[config.mk]
export PLATFORM = sky130hd
export DESIGN_NAME = afu
export DESIGN_NICKNAME = d
export VERILOG_FILES = /design/src/verilog/afu_pkg.sv /design/src/verilog/csr_mgr.sv /design/src/verilog/host_mem_rdwr_engine.sv /design/src/verilog/afu.sv
export VERILOG_INCLUDE_DIRS = /design/src /design/src/verilog
export SDC_FILE = /design/constraint.sdc
export NUM_CORES = 1
export LEC_CHECK = 0
export BUFFER_PORTS_ARGS = -buffer_cell sky130_fd_sc_hd__buf_2
export CAP_MARGIN = 20
export CORE_AREA = 5 5 277 279
export DETAILED_ROUTE_END_ITERATION = 10
export DIE_AREA = 0 0 282 284
export PLACE_DENSITY_LB_ADDON = 0.12
export REMOVE_ABC_BUFFERS = 1
export SLEW_MARGIN = 30
export SYNTH_ARGS = -nofsm -noshare
export SYNTH_HDL_FRONTEND = slang
export SYNTH_HIERARCHICAL = 1
export SYNTH_SLANG_ARGS = --single-unit
[constraint.sdc]
create_clock -name clk -period 8.6 [get_ports clk]
set_input_delay 0.43 -clock clk [delete_from_list [all_inputs] [get_ports clk]]
set_output_delay 0.43 -clock clk [all_outputs]
set_load 0.1 [all_outputs]
[src/verilog/afu_params.svh]
// ======================================================================
// Shared sizes and constants of the host memory test block
// ======================================================================

`ifndef AFU_PARAMS_SVH
`define AFU_PARAMS_SVH

// Number of engines, one per host memory port
`define AFU_NUM_ENGINES 2

// CSR word address, low 3 bits pick the CSR and high bits pick the block
`define AFU_MMIO_ADDR_WIDTH 8

// Host memory line address width
`define AFU_MEM_ADDR_WIDTH 16

// Limit on reads in flight per engine
`define AFU_MAX_OUTSTANDING 8

// Test identifier, split into two 64-bit global CSRs
`define AFU_TEST_ID_LO 64'h5d2a_81c4_0f37_96be
`define AFU_TEST_ID_HI 64'h9e04_c7b1_3a68_d2f5

`endif

[src/verilog/afu_pkg.sv]
// ======================================================================
// Shared types and engine CSR index names of the host memory test block
// ======================================================================

`default_nettype none

`include "afu_params.svh"

package afu_pkg;

    // One CSR word, also the width of a host memory line
    typedef logic [63:0] t_csr_data;

    // Host memory line address
    typedef logic [`AFU_MEM_ADDR_WIDTH-1:0] t_mem_addr;

    // CSR index within a block of eight
    typedef logic [2:0] t_csr_idx;

    // Engine FSM states
    // Draining waits for the last read responses after issue is complete
    typedef enum logic [1:0]
    {
        ENG_IDLE     = 2'd0,
        ENG_WRITING  = 2'd1,
        ENG_READING  = 2'd2,
        ENG_DRAINING = 2'd3
    } t_eng_state;

    // Engine CSR indices, the same in every engine block
    localparam t_csr_idx CSR_BASE       = 3'd0;
    localparam t_csr_idx CSR_COUNT      = 3'd1;
    localparam t_csr_idx CSR_SEED       = 3'd2;
    localparam t_csr_idx CSR_CMD_STATUS = 3'd3;
    localparam t_csr_idx CSR_CHECKSUM   = 3'd4;
    localparam t_csr_idx CSR_RD_RESP    = 3'd5;
    localparam t_csr_idx CSR_WR_DONE    = 3'd6;
    localparam t_csr_idx CSR_INFO       = 3'd7;

endpackage

`default_nettype wire

[src/verilog/csr_mgr.sv]
// ======================================================================
// CSR manager decodes the CSR bus into global and per-engine CSR blocks
// ======================================================================

`timescale 1ns/10ps
`default_nettype none

`include "afu_params.svh"

module csr_mgr
  #(
    parameter int NUM_ENGINES = `AFU_NUM_ENGINES
    )
   (
    input  logic clk,
    input  logic rst,

    // CSR bus, which never stalls
    input  logic mmio_write,
    input  logic mmio_read,
    input  logic [`AFU_MMIO_ADDR_WIDTH-1:0] mmio_address,
    input  afu_pkg::t_csr_data mmio_writedata,
    output logic mmio_readdatavalid,
    output afu_pkg::t_csr_data mmio_readdata,

    // Links to the engines
    output logic [NUM_ENGINES-1:0] eng_csr_write,
    output afu_pkg::t_csr_idx eng_csr_idx,
    output afu_pkg::t_csr_data eng_csr_wdata,
    input  logic [NUM_ENGINES*8*64-1:0] eng_csr_rdata
    );

    import afu_pkg::*;

    // Width of the block number in the upper address bits
    localparam int BLK_W = `AFU_MMIO_ADDR_WIDTH - 3;

    logic [BLK_W-1:0] blk;
    t_csr_idx idx;
    t_csr_data rd_data;


    // ====================================================================
    //
    //  Address decode
    //
    // ====================================================================

    // Block 0 is global and block e+1 belongs to engine e
    assign blk = mmio_address[`AFU_MMIO_ADDR_WIDTH-1:3];
    assign idx = mmio_address[2:0];

    // Index and data go to every engine, only the strobe is per engine
    assign eng_csr_idx = idx;
    assign eng_csr_wdata = mmio_writedata;

    // Write strobes are combinational so that an engine register
    // updates at the same edge where the bus write is sampled
    always_comb
    begin
        for (int e = 0; e < NUM_ENGINES; e = e + 1)
        begin
            eng_csr_write[e] = mmio_write && (blk == BLK_W'(e + 1));
        end
    end


    // ====================================================================
    //
    //  Read path
    //
    // ====================================================================

    // Select the word for the current read address
    // Unmapped blocks and unused global indices fall through as zero
    always_comb
    begin
        rd_data = '0;

        if (blk == '0)
        begin
            case (idx)
                // Test identifier, low half then high half
                3'd0: rd_data = `AFU_TEST_ID_LO;
                3'd1: rd_data = `AFU_TEST_ID_HI;
                // Engine count so that software can size its loops
                3'd2: rd_data = 64'(NUM_ENGINES);
                default: rd_data = '0;
            endcase
        end

        // Each engine exposes eight words packed in index order
        for (int e = 0; e < NUM_ENGINES; e = e + 1)
        begin
            if (blk == BLK_W'(e + 1))
            begin
                rd_data = eng_csr_rdata[(e * 8 + int'(idx)) * 64 +: 64];
            end
        end
    end

    // Response valid follows the read strobe by exactly one cycle
    always_ff @(posedge clk)
    begin
        if (rst)
        begin
            mmio_readdatavalid <= 1'b0;
        end
        else
        begin
            mmio_readdatavalid <= mmio_read;
        end
    end

    // Read data only needs to hold for the cycle where valid is high
    always_ff @(posedge clk)
    begin
        if (mmio_read)
        begin
            mmio_readdata <= rd_data;
        end
    end


    // ====================================================================
    //
    //  Checks
    //
    // ====================================================================

    // The bus shares one address between reads and writes, so the host
    // must never issue both in the same cycle
    assert property (@(posedge clk) disable iff (rst) !(mmio_read && mmio_write))
        else $error("CSR read and write strobes high in the same cycle");

endmodule

`default_nettype wire

[src/verilog/host_mem_rdwr_engine.sv]
// ======================================================================
// Host memory engine that writes a seeded pattern to a line range and
// reads it back with several reads in flight, summing the responses
// ======================================================================

`timescale 1ns/10ps
`default_nettype none

`include "afu_params.svh"

module host_mem_rdwr_engine
  #(
    parameter int ENGINE_NUMBER = 0
    )
   (
    input  logic clk,
    input  logic rst,

    // CSR link from the manager, already decoded to this engine
    input  logic csr_write,
    input  afu_pkg::t_csr_idx csr_idx,
    input  afu_pkg::t_csr_data csr_wdata,
    output logic [8*64-1:0] csr_rdata,

    // Host memory port
    output logic mem_read,
    output logic mem_write,
    output afu_pkg::t_mem_addr mem_address,
    output afu_pkg::t_csr_data mem_writedata,
    input  logic mem_waitrequest,
    input  logic mem_readdatavalid,
    input  afu_pkg::t_csr_data mem_readdata
    );

    import afu_pkg::*;

    localparam int MAX_OUT = `AFU_MAX_OUTSTANDING;
    localparam int OUT_W = $clog2(MAX_OUT + 1);

    // Configuration set by software
    t_mem_addr base_addr;
    t_mem_addr line_count;
    t_csr_data seed;

    // FSM and pass progress
    t_eng_state state;
    logic run_rd_pass;
    t_mem_addr wr_cnt;
    t_mem_addr rd_issue_cnt;
    t_mem_addr rd_resp_cnt;
    logic [OUT_W-1:0] rd_in_flight;
    t_csr_data checksum;

    logic active;
    logic wr_accept;
    logic rd_accept;
    logic start_cmd;


    // ====================================================================
    //
    //  Request generation
    //
    // ====================================================================

    assign active = (state != ENG_IDLE);

    // Requests come straight from registers that only move on accept,
    // so a stalled request stays unchanged under waitrequest
    assign mem_write = (state == ENG_WRITING);
    assign mem_read = (state == ENG_READING) && (rd_in_flight < OUT_W'(MAX_OUT));
    assign mem_address = base_addr + ((state == ENG_WRITING) ? wr_cnt : rd_issue_cnt);
    assign mem_writedata = seed + 64'(wr_cnt);

    assign wr_accept = mem_write && !mem_waitrequest;
    assign rd_accept = mem_read && !mem_waitrequest;

    // A command with no run bit set, or one sent while busy, is dropped
    assign start_cmd = csr_write && (csr_idx == CSR_CMD_STATUS) && !active &&
                       (csr_wdata[1:0] != 2'b00);


    // ====================================================================
    //
    //  CSRs
    //
    // ====================================================================

    always_ff @(posedge clk)
    begin
        if (csr_write)
        begin
            case (csr_idx)
                CSR_BASE:  base_addr <= t_mem_addr'(csr_wdata);
                CSR_COUNT: line_count <= t_mem_addr'(csr_wdata);
                CSR_SEED:  seed <= csr_wdata;
                default: ;
            endcase
        end
    end

    // Status keeps active in bit 0 and the FSM state in bits 5:4
    always_comb
    begin
        csr_rdata[int'(CSR_BASE)*64 +: 64] = 64'(base_addr);
        csr_rdata[int'(CSR_COUNT)*64 +: 64] = 64'(line_count);
        csr_rdata[int'(CSR_SEED)*64 +: 64] = seed;
        csr_rdata[int'(CSR_CMD_STATUS)*64 +: 64] = {58'd0, state, 3'd0, active};
        csr_rdata[int'(CSR_CHECKSUM)*64 +: 64] = checksum;
        csr_rdata[int'(CSR_RD_RESP)*64 +: 64] = 64'(rd_resp_cnt);
        csr_rdata[int'(CSR_WR_DONE)*64 +: 64] = 64'(wr_cnt);
        csr_rdata[int'(CSR_INFO)*64 +: 64] = 64'(ENGINE_NUMBER);
    end


    // ====================================================================
    //
    //  Engine FSM and read accounting
    //
    // ====================================================================

    always_ff @(posedge clk)
    begin
        if (rst)
        begin
            state <= ENG_IDLE;
            run_rd_pass <= 1'b0;
            wr_cnt <= '0;
            rd_issue_cnt <= '0;
            rd_resp_cnt <= '0;
            rd_in_flight <= '0;
            checksum <= '0;
        end
        else
        begin
            case (state)
                ENG_IDLE:
                begin
                    // Results clear even when the count is zero
                    if (start_cmd)
                    begin
                        wr_cnt <= '0;
                        rd_issue_cnt <= '0;
                        rd_resp_cnt <= '0;
                        checksum <= '0;
                        run_rd_pass <= csr_wdata[1];
                        // With both bits set the write pass goes first
                        if (line_count != '0)
                        begin
                            state <= csr_wdata[0] ? ENG_WRITING : ENG_READING;
                        end
                    end
                end
                ENG_WRITING:
                begin
                    if (wr_accept)
                    begin
                        wr_cnt <= wr_cnt + 1'b1;
                        if (wr_cnt == line_count - 1'b1)
                        begin
                            state <= run_rd_pass ? ENG_READING : ENG_IDLE;
                        end
                    end
                end
                ENG_READING:
                begin
                    if (rd_accept)
                    begin
                        rd_issue_cnt <= rd_issue_cnt + 1'b1;
                        if (rd_issue_cnt == line_count - 1'b1)
                        begin
                            state <= ENG_DRAINING;
                        end
                    end
                end
                default:
                begin
                    // All reads issued, wait for the last response
                    if (rd_resp_cnt == line_count)
                    begin
                        state <= ENG_IDLE;
                    end
                end
            endcase

            // Responses return in order and are always taken
            if (mem_readdatavalid)
            begin
                checksum <= checksum + mem_readdata;
                rd_resp_cnt <= rd_resp_cnt + 1'b1;
            end

            rd_in_flight <= rd_in_flight + OUT_W'(rd_accept) - OUT_W'(mem_readdatavalid);
        end
    end


    // ====================================================================
    //
    //  Checks
    //
    // ====================================================================

    assert property (@(posedge clk) disable iff (rst) rd_in_flight <= OUT_W'(MAX_OUT))
        else $error("Engine %0d has too many reads in flight", ENGINE_NUMBER);

    assert property (@(posedge clk) disable iff (rst) !(mem_read && mem_write))
        else $error("Engine %0d drove read and write together", ENGINE_NUMBER);

    // A stalled request must be presented again unchanged
    assert property (@(posedge clk) disable iff (rst)
                     (mem_read || mem_write) && mem_waitrequest |=>
                     $stable({mem_read, mem_write, mem_address, mem_writedata}))
        else $error("Engine %0d changed a stalled request", ENGINE_NUMBER);

endmodule

`default_nettype wire

[src/verilog/afu.sv]
// ======================================================================
// Host memory test block top with one CSR manager and an engine array
// ======================================================================

`timescale 1ns/10ps
`default_nettype none

`include "afu_params.svh"

module afu
  #(
    parameter int NUM_ENGINES = `AFU_NUM_ENGINES
    )
   (
    input  logic clk,
    input  logic rst,

    // CSR bus from the host
    input  logic mmio_write,
    input  logic mmio_read,
    input  logic [`AFU_MMIO_ADDR_WIDTH-1:0] mmio_address,
    input  afu_pkg::t_csr_data mmio_writedata,
    output logic mmio_readdatavalid,
    output afu_pkg::t_csr_data mmio_readdata,

    // Host memory ports, one element per engine
    output logic [NUM_ENGINES-1:0] mem_read,
    output logic [NUM_ENGINES-1:0] mem_write,
    output afu_pkg::t_mem_addr [NUM_ENGINES-1:0] mem_address,
    output afu_pkg::t_csr_data [NUM_ENGINES-1:0] mem_writedata,
    input  logic [NUM_ENGINES-1:0] mem_waitrequest,
    input  logic [NUM_ENGINES-1:0] mem_readdatavalid,
    input  afu_pkg::t_csr_data [NUM_ENGINES-1:0] mem_readdata
    );

    import afu_pkg::*;

    // CSR links between the manager and the engines
    logic [NUM_ENGINES-1:0] eng_csr_write;
    t_csr_idx eng_csr_idx;
    t_csr_data eng_csr_wdata;
    logic [NUM_ENGINES*8*64-1:0] eng_csr_rdata;


    // ====================================================================
    //
    //  CSR manager
    //
    // ====================================================================

    csr_mgr
      #(
        .NUM_ENGINES(NUM_ENGINES)
        )
      csr_mgr
       (
        .clk,
        .rst,
        .mmio_write,
        .mmio_read,
        .mmio_address,
        .mmio_writedata,
        .mmio_readdatavalid,
        .mmio_readdata,
        .eng_csr_write,
        .eng_csr_idx,
        .eng_csr_wdata,
        .eng_csr_rdata
        );


    // ====================================================================
    //
    //  Engines, one per host memory port
    //
    // ====================================================================

    for (genvar e = 0; e < NUM_ENGINES; e = e + 1)
    begin : eng
        host_mem_rdwr_engine
          #(
            .ENGINE_NUMBER(e)
            )
          eng
           (
            .clk,
            .rst,
            .csr_write(eng_csr_write[e]),
            .csr_idx(eng_csr_idx),
            .csr_wdata(eng_csr_wdata),
            .csr_rdata(eng_csr_rdata[e*8*64 +: 8*64]),
            .mem_read(mem_read[e]),
            .mem_write(mem_write[e]),
            .mem_address(mem_address[e]),
            .mem_writedata(mem_writedata[e]),
            .mem_waitrequest(mem_waitrequest[e]),
            .mem_readdatavalid(mem_readdatavalid[e]),
            .mem_readdata(mem_readdata[e])
            );
    end

endmodule

`default_nettype wire

==> impl_metrics.csv, run 1 <==
group,metric,value,unit
sta,rsz0062_at_grt,"no",
floorplanning,core,0.07395,sq mm
global_routing,antenna_found_initial,19,
pwr,comb_power_share,26.6,%
layout,drive_gt1_share,19.24,%
logic_synthesis,synth.most_common_cell,"buf_4",
worst_setup_path,r2r_start,"eng[1].eng/checksum[0]",
placed_design,dp_hpwl,108100,um
floorplanning,start_util,59.44,%
clocking,cts_resized,0,
layout,multi_input_area,0.02747,sq mm
routing,num_vias,34550,
layout,regArea,0.01247,sq mm
worst_setup_path,crit_path_start_kind,"flip-flop",
pwr,power_frac_clock,35.7,%
clocking,cts_buffers,57,
worst_setup_path,arrival,5640,ps
routing,viasPerCell,5.881,
worst_setup_path,crit_required,8170,ps
floorplanning,io_pins,437,
pwr,ir_drop,0.0001741,V
floorplanning,fp-row-count,100,
global_routing,grt_start_max_net_pins,148,
logic_synthesis,postSynthAreaPerCell,9.623,sq um
logic_synthesis,netlist_instances,4568,
layout,fillers,6495,
sta,worstMarginPinSlew,1030,ps
worst_setup_path,startpoint,"eng[0].eng/state[1]",
placed_design,place.gp.congestion,0.9889,
global_routing,grt_pass1_wl,201200,um
sta,hold_viol,0,
floorplanning,die_w,282,um
clocking,cts_tree,"built",
logic_synthesis,synth_area,0.04396,sq mm
logic_synthesis,synth_top_area_share,17.49,%
global_routing,grt_usage,33.11,%
logic_synthesis,synthArstFlopShare,0,%
logic_synthesis,ys_ff_latch,495,
routing,route.detailed.drc,0,
logic_synthesis,yosysSeqAreaShare,28.37,%
sta,post-route-period-util,70.58,%
logic_synthesis,synthTopCellsByArea,"edfxtp_1, mux4_2, buf_4, dfxtp_1, ha_1",
placed_design,io_buffer_count,436,
routing,wl_per_cell,23.62,um
clocking,cts.path.max_buffers,3,
sta,whs,42.85,ps
logic_synthesis,synth_ff_type,"edfxtp_1",
job,cap_violations,0,
clocking,cts_post_setup_buffers_inserted,0,
layout,final_core_util,62.59,%
pwr,p_leak,19.46,nW
sta,finalMaxSlewViolations,0,
logic_synthesis,synth_area_leader_cell,"edfxtp_1",
sta,fin_crit,6070,ps
sta,fmax,164.8,MHz
routing,dr.pass1.iters,6,
worst_setup_path,path_class,"flip-flop to output pin",
logic_synthesis,synth_edf_count,256,
sta,setup_viol,0,
layout,nNetsFinal,5271,
pwr,seq_power_share,37.7,%
logic_synthesis,synth_commonest_cells,"buf_4, nor2_1, nand2_1",
min_path,holdCritPathClass,"primary input to flip-flop",
sta,setup_tns,0,ps
min_path,worstHoldStart,"mmio_writedata[54]",
pwr,power_switching,2.350,mW
clocking,htree_levels,2,
worst_setup_path,crit_path_max_fanout,23,
layout,syn_to_final_growth,5.286,%
clocking,clock_sinks,495,
clocking,clock_latency,630,ps
routing,drt-total-wl,138700,um
floorplanning,die_height,284,um
sta,slew_headroom,31.22,%
logic_synthesis,yosysUniqueCellTypes,95,
floorplanning,die-area,0.08009,sq mm
pwr,power.density,158.2,mW/mm^2
pwr,swShare,32.09,%
global_routing,grt_pass1_vias,32590,
status,status,"finished, final reports clean",
routing,drtAntennaViolNets,0,
global_routing,grt_overflow,0,
worst_setup_path,crit_path_end_kind,"output pin",
logic_synthesis,yosys_warnings,6,
clocking,root_buffer,"clkbuf_16",
sta,finalClockSkew,27.09,ps
routing,drt_iter0_drc,2978,
clocking,cts.reportedPaths.clkPinSlew,70,ps
pwr,internal_power,4.971,mW
==> routing by layer <==
metal / track usage, % / wire length [um] / vias to the layer above
met4: 12.57 / 6272 / 8
met1: 42.48 / 53930 / 16790
met5: 0 / 48 / -
met3: 6.870 / 12540 / 271
li1: - / - / 15990
met2: 55.25 / 65930 / 1490
==> power groups by stage <==
stage	clock, mW	sequential [mW]	combinational (mW)
2_1_floorplan	0	2.83	1.30
3_3_place_gp	0	2.81	1.90
3_5_place_dp	0	2.82	1.91
4_1_cts	2.66	2.77	1.92
5_1_grt	2.76	2.77	2.13
6_report	2.61	2.76	1.95
==> through the flow <==
step           worst slack, ps  total power [mW]  instances  instance area, sq um
4_1_cts                   2537             7.345       5857                 46190
3_3_place_gp              3285             4.711       5735                 44030
2_1_floorplan             1688             4.133       4294                 40210
6_report                  2530             7.321       5874                 46280
5_1_grt                   2168             7.652       5865                 46260
3_5_place_dp              3243             4.721       5735                 44030
==> repair_timing <==
| action | in CTS | in global routing |
|---|---|---|
| hold buffers | 15 | 0 |
| hold endpoints to repair | 28 | 0 |
| setup endpoints to repair | 0 | 0 |
==> layout by cell type, fill, tap and decap left out, drive strengths merged, types with 14 or more instances in the layout <==
cell type      n
nor3          73
mux2i         72
or3           19
dlygate4sd3   15
mux4         256
dfxtp        239
nand2        315
diode         14
xnor2        265
nand4         86
a221oi        15
nor2         323
a21oi        258
o22ai         18
xor2         181
a211oi        21
o21a          22
a31oi         26
nand3        103
nor4          20
o211ai        29
a21o          84
buf          475
nand2b        28
a32oi         22
conb         634
nor2b         36
a22oi         62
mux2          36
o21bai        37
or2           14
o21ai        190
clkbuf        83
edfxtp       256
ha           212
and3          64
inv          105
==> kinds of logic after synthesis <==
group           synth area share, %
mux                           15.68
simple gates                  12.58
other cells                 0.02562
flops                         28.37
buf+inv                       14.79
xor+xnor                      8.887
compound gates                13.27
fa+ha+maj                     6.399
==> worst max-delay path, stage by stage (launching register included) <==
cell and delay [ps]:
dfxtp_1 360, inv_1 110, ha_1 800, mux2_2 420, ha_1 210, fa_1 410, a21o_1 190, a21oi_1 230
o21bai_1 100, a21oi_1 230, o21bai_1 90, a21oi_1 230, o21bai_1 110, a2111oi_0 580, o31ai_1 140, a21oi_1 200
xnor2_1 140, buf_2 440
==> layout make-up <==
class,instances,area share (%)
diodes,14,0.07570
repair buffers,490,5.821
well taps,969,2.620
clock inverters,24,0.7273
clock buffers,83,3.617
inverters,103,0.8408
multi-input cells,3696,59.35
flip-flops and latches,495,26.95
==> registers in the layout (all words and copies together) (netlist names) <==
signal and flops:
eng.eng/run_rd_pass 2, eng.eng/line_count 32, eng.eng/base_addr 32, eng.eng/seed 128, eng.eng/rd_resp_cnt 32, csr_mgr/mmio_readdata 64
eng.eng/state 4, eng.eng/checksum 128, csr_mgr/mmio_readdatavalid 1, eng.eng/wr_cnt 32, eng.eng/rd_in_flight 8, eng.eng/rd_issue_cnt 32
==> path summary, 6_finish.rpt <==
path / endpoint / slack, ps / cells after the start
worst max-delay path: mem_address[14] / 2530 / 17
worst min register to register: eng[0].eng/checksum[58] / 470 / 2
worst min-delay path: eng[1].eng/seed[54] / 40 / 1
worst max register to register: eng[1].eng/checksum[52] / 4740 / 12
Power figures use the tool's default switching activity.
==> run 2, diff against run 1 <==
==> constraint.sdc (replaced) <==
create_clock -name clk -period 5.9 [get_ports clk]
set_input_delay 0.295 -clock clk [delete_from_list [all_inputs] [get_ports clk]]
set_output_delay 0.295 -clock clk [all_outputs]
set_load 0.1 [all_outputs]
==> run 2 against run 1 <==
Clock power rose by 43%; die area did not move; sequential power rose by 46%; routed wire length rose by 1.1%; critical path depth fell by 1; final area rose by 0.95%; utilization rose by 0.60 points; global-route usage rose by 0.47 points; worst setup slack got worse by 2100 ps; largest power group unchanged.
==> impl_metrics.csv, run 2 (same netlist as run 1, synthesis figures left out) <==
group,metric,value,unit
status,status,"finished, final reports clean",
clocking,clock_sinks,495,
clocking,cts_tree,"built",
routing,dr.pass1.iters,6,
global_routing,antenna_found_initial,14,
worst_setup_path,r2r_end,"eng[1].eng/checksum[59]",
routing,drt_iter0_drc,3342,
pwr,internal_power,7.153,mW
layout,final_common_cell,"conb_1",
floorplanning,die_w,282,um
min_path,hold_path_depth,1,
pwr,power_switching,3.463,mW
layout,reg_top3,"eng.eng/checksum: 128 flops, eng.eng/seed: 128 flops, csr_mgr/mmio_readdata: 64 flops",
sta,worstMarginPinSlew,1011,ps
pwr,p_leak,19.66,nW
layout,instances_no_fill,5929,
global_routing,grt_pass1_wl,204400,um
placed_design,dp_hpwl,108800,um
placed_design,dp.cells,5737,
global_routing,grt_start_max_net_pins,140,
clocking,clock_latency,650,ps
clocking,root_buffer,"clkbuf_16",
job,cap_violations,0,
sta,fin_crit,5448,ps
worst_setup_path,critPathMaxStageDelay,500,ps
min_path,holdPathEnd,"eng[0].eng/base_addr[15]",
worst_setup_path,path_class,"flip-flop to output pin",
clocking,cts.reportedPaths.clkPinSlew,70,ps
sta,slew_headroom,32.37,%
worst_setup_path,cp_cell_sequence,"inv_1 -> ha_1 -> buf_4 -> mux2_2 -> ha_1 -> a21oi_1 -> o21bai_1 -> a21oi_1 -> nor2b_1 -> o21a_1 -> o31a_1 -> o41ai_2 -> o2111ai_1 -> a21oi_1 -> xnor2_1 -> buf_2",
layout,final_core_util,63.18,%
layout,nNetsFinal,5321,
floorplanning,fp-row-count,100,
layout,syn_to_final_growth,6.288,%
floorplanning,io_pins,437,
pwr,power.density,227.2,mW/mm^2
sta,fin_ws,451.6,ps
sta,finalMaxSlewViolations,0,
layout,final_cell_mix,"conb_1, buf_2, nor2_1",
worst_setup_path,slowest_stage,"buf_2",
worst_setup_path,r2r_cells,11,
sta,finalClockSkew,32.08,ps
clocking,cts_buffers,58,
clocking,cts.path.max_buffers,3,
routing,wl_per_cell,23.65,um
worst_setup_path,cpMostUsedCell,"a21oi_1",
routing,viasPerCell,5.869,
sta,fmax,183.5,MHz
pwr,power_frac_clock,35.1,%
global_routing,grt_usage,33.58,%
sta,rsz0062_at_grt,"no",
worst_setup_path,r2r_start,"eng[1].eng/checksum[1]",
sta,hold_viol,0,
pwr,swShare,32.62,%
sta,post-route-period-util,92.35,%
worst_setup_path,ff2ff_setup_slack,2100,ps
layout,drive_gt1_share,18.96,%
worst_setup_path,arrival,5150,ps
routing,num_vias,34800,
floorplanning,die_height,284,um
global_routing,grt_pass1_vias,32820,
sta,setup_tns,0,ps
pwr,total_power,10.62,mW
global_routing,grt_overflow,0,
pwr,ir_drop,0.0002467,V
min_path,holdCritPathClass,"primary input to flip-flop",
floorplanning,core,0.07395,sq mm
worst_setup_path,crit_path_max_fanout,19,
worst_setup_path,crit_path_start_kind,"flip-flop",
worst_setup_path,crit_required,5610,ps
clocking,cts_resized,0,
pwr,seq_power_share,38.0,%
routing,drt-total-wl,140200,um
placed_design,place.gp.congestion,0.9829,
floorplanning,start_util,59.44,%
min_path,worstHoldStart,"mmio_writedata[15]",
routing,route.detailed.drc,0,
routing,drtAntennaViolNets,0,
floorplanning,die-area,0.08009,sq mm
placed_design,io_buffer_count,436,
pwr,comb_power_share,27.0,%
clocking,htree_levels,2,
sta,setup_viol,0,
placed_design,pre_cts_slack,1210,ps
worst_setup_path,crit_path_end_kind,"output pin",
-- run 2: cell count changes in the layout (fill, tap and decap cells not counted), sizes merged --
| cell | previous run | this run |
|---|---|---|
| diode | 14 | 17 |
| clkinv | 8 | 16 |
| dlygate4sd3 | 15 | 63 |
| buf | 475 | 476 |
| inv | 105 | 104 |
| bufinv | 7 | 4 |
| clkbuf | 83 | 86 |
| clkinvlp | 7 | 3 |
-- run 2: per-stage QoR --
stage,cell area (sq um),hold slack [ps]
after floorplan,40210,357.4
after global placement,44040,463.7
after detailed placement,44070,475.3
after CTS,46650,3.411
after global routing,46680,4.019
final,46720,33.80
-- run 2: worst max path at each step --
stage | startpoint | end
after global placement | eng[0].eng/state[1] | mem_address[15]
after global routing | eng[0].eng/state[1] | mem_address[15]
after detailed placement | eng[0].eng/state[1] | mem_address[15]
after floorplan | mmio_address[7] | eng[1].eng/seed[0]
after CTS | eng[0].eng/state[1] | mem_address[15]
final | eng[0].eng/state[1] | mem_address[15]
-- run 2: worst max-delay path, delay by kind of cell, from the launching register on --
kind	cells	cell delay [ps]
multiplexers	1	370
flip-flops	1	360
AND/OR/NAND/NOR	1	80
buffers and inverters	3	920
adder cells (fa/ha/maj)	2	580
XOR/XNOR	1	240
AO/OA/AOI/OAI	8	1950
-- run 2: metal layers --
layer  GRT usage [%]  part of all wire [%]  up-vias
li1                -                     -    16110
met1           43.26                    38    16890
met2           56.12                    48     1518
met3           6.491                   9.4      274
met4           12.88                   4.6        8
met5               0                 0.037        -
-- run 2: timing repair --
action                    4_1_cts  5_1_grt
hold endpoints to repair      176        0
setup buffers                   0        0
hold buffers                   63        0
-- run 2: power by group through the flow --
stage          clock network (mW)  registers, mW  logic, mW
4_1_cts                      3.77           4.03       2.83
2_1_floorplan                   0           4.13       1.90
5_1_grt                      3.91           4.04       3.13
3_3_place_gp                    0           4.11       2.76
6_report                     3.72           4.03       2.86
3_5_place_dp                    0           4.11       2.78
-- run 2: area by class of cell --
| cell class | instances | area, sq um |
|---|---|---|
| multi-input cells | 3696 | 27460 |
| fillers | 6425 | 27230 |
| flip-flops and latches | 495 | 12470 |
| repair buffers | 539 | 3191 |
| clock buffers | 86 | 1695 |
| well taps | 969 | 1212 |
| inverters | 103 | 389.1 |
| clock inverters | 24 | 254.0 |
| diodes | 17 | 42.54 |
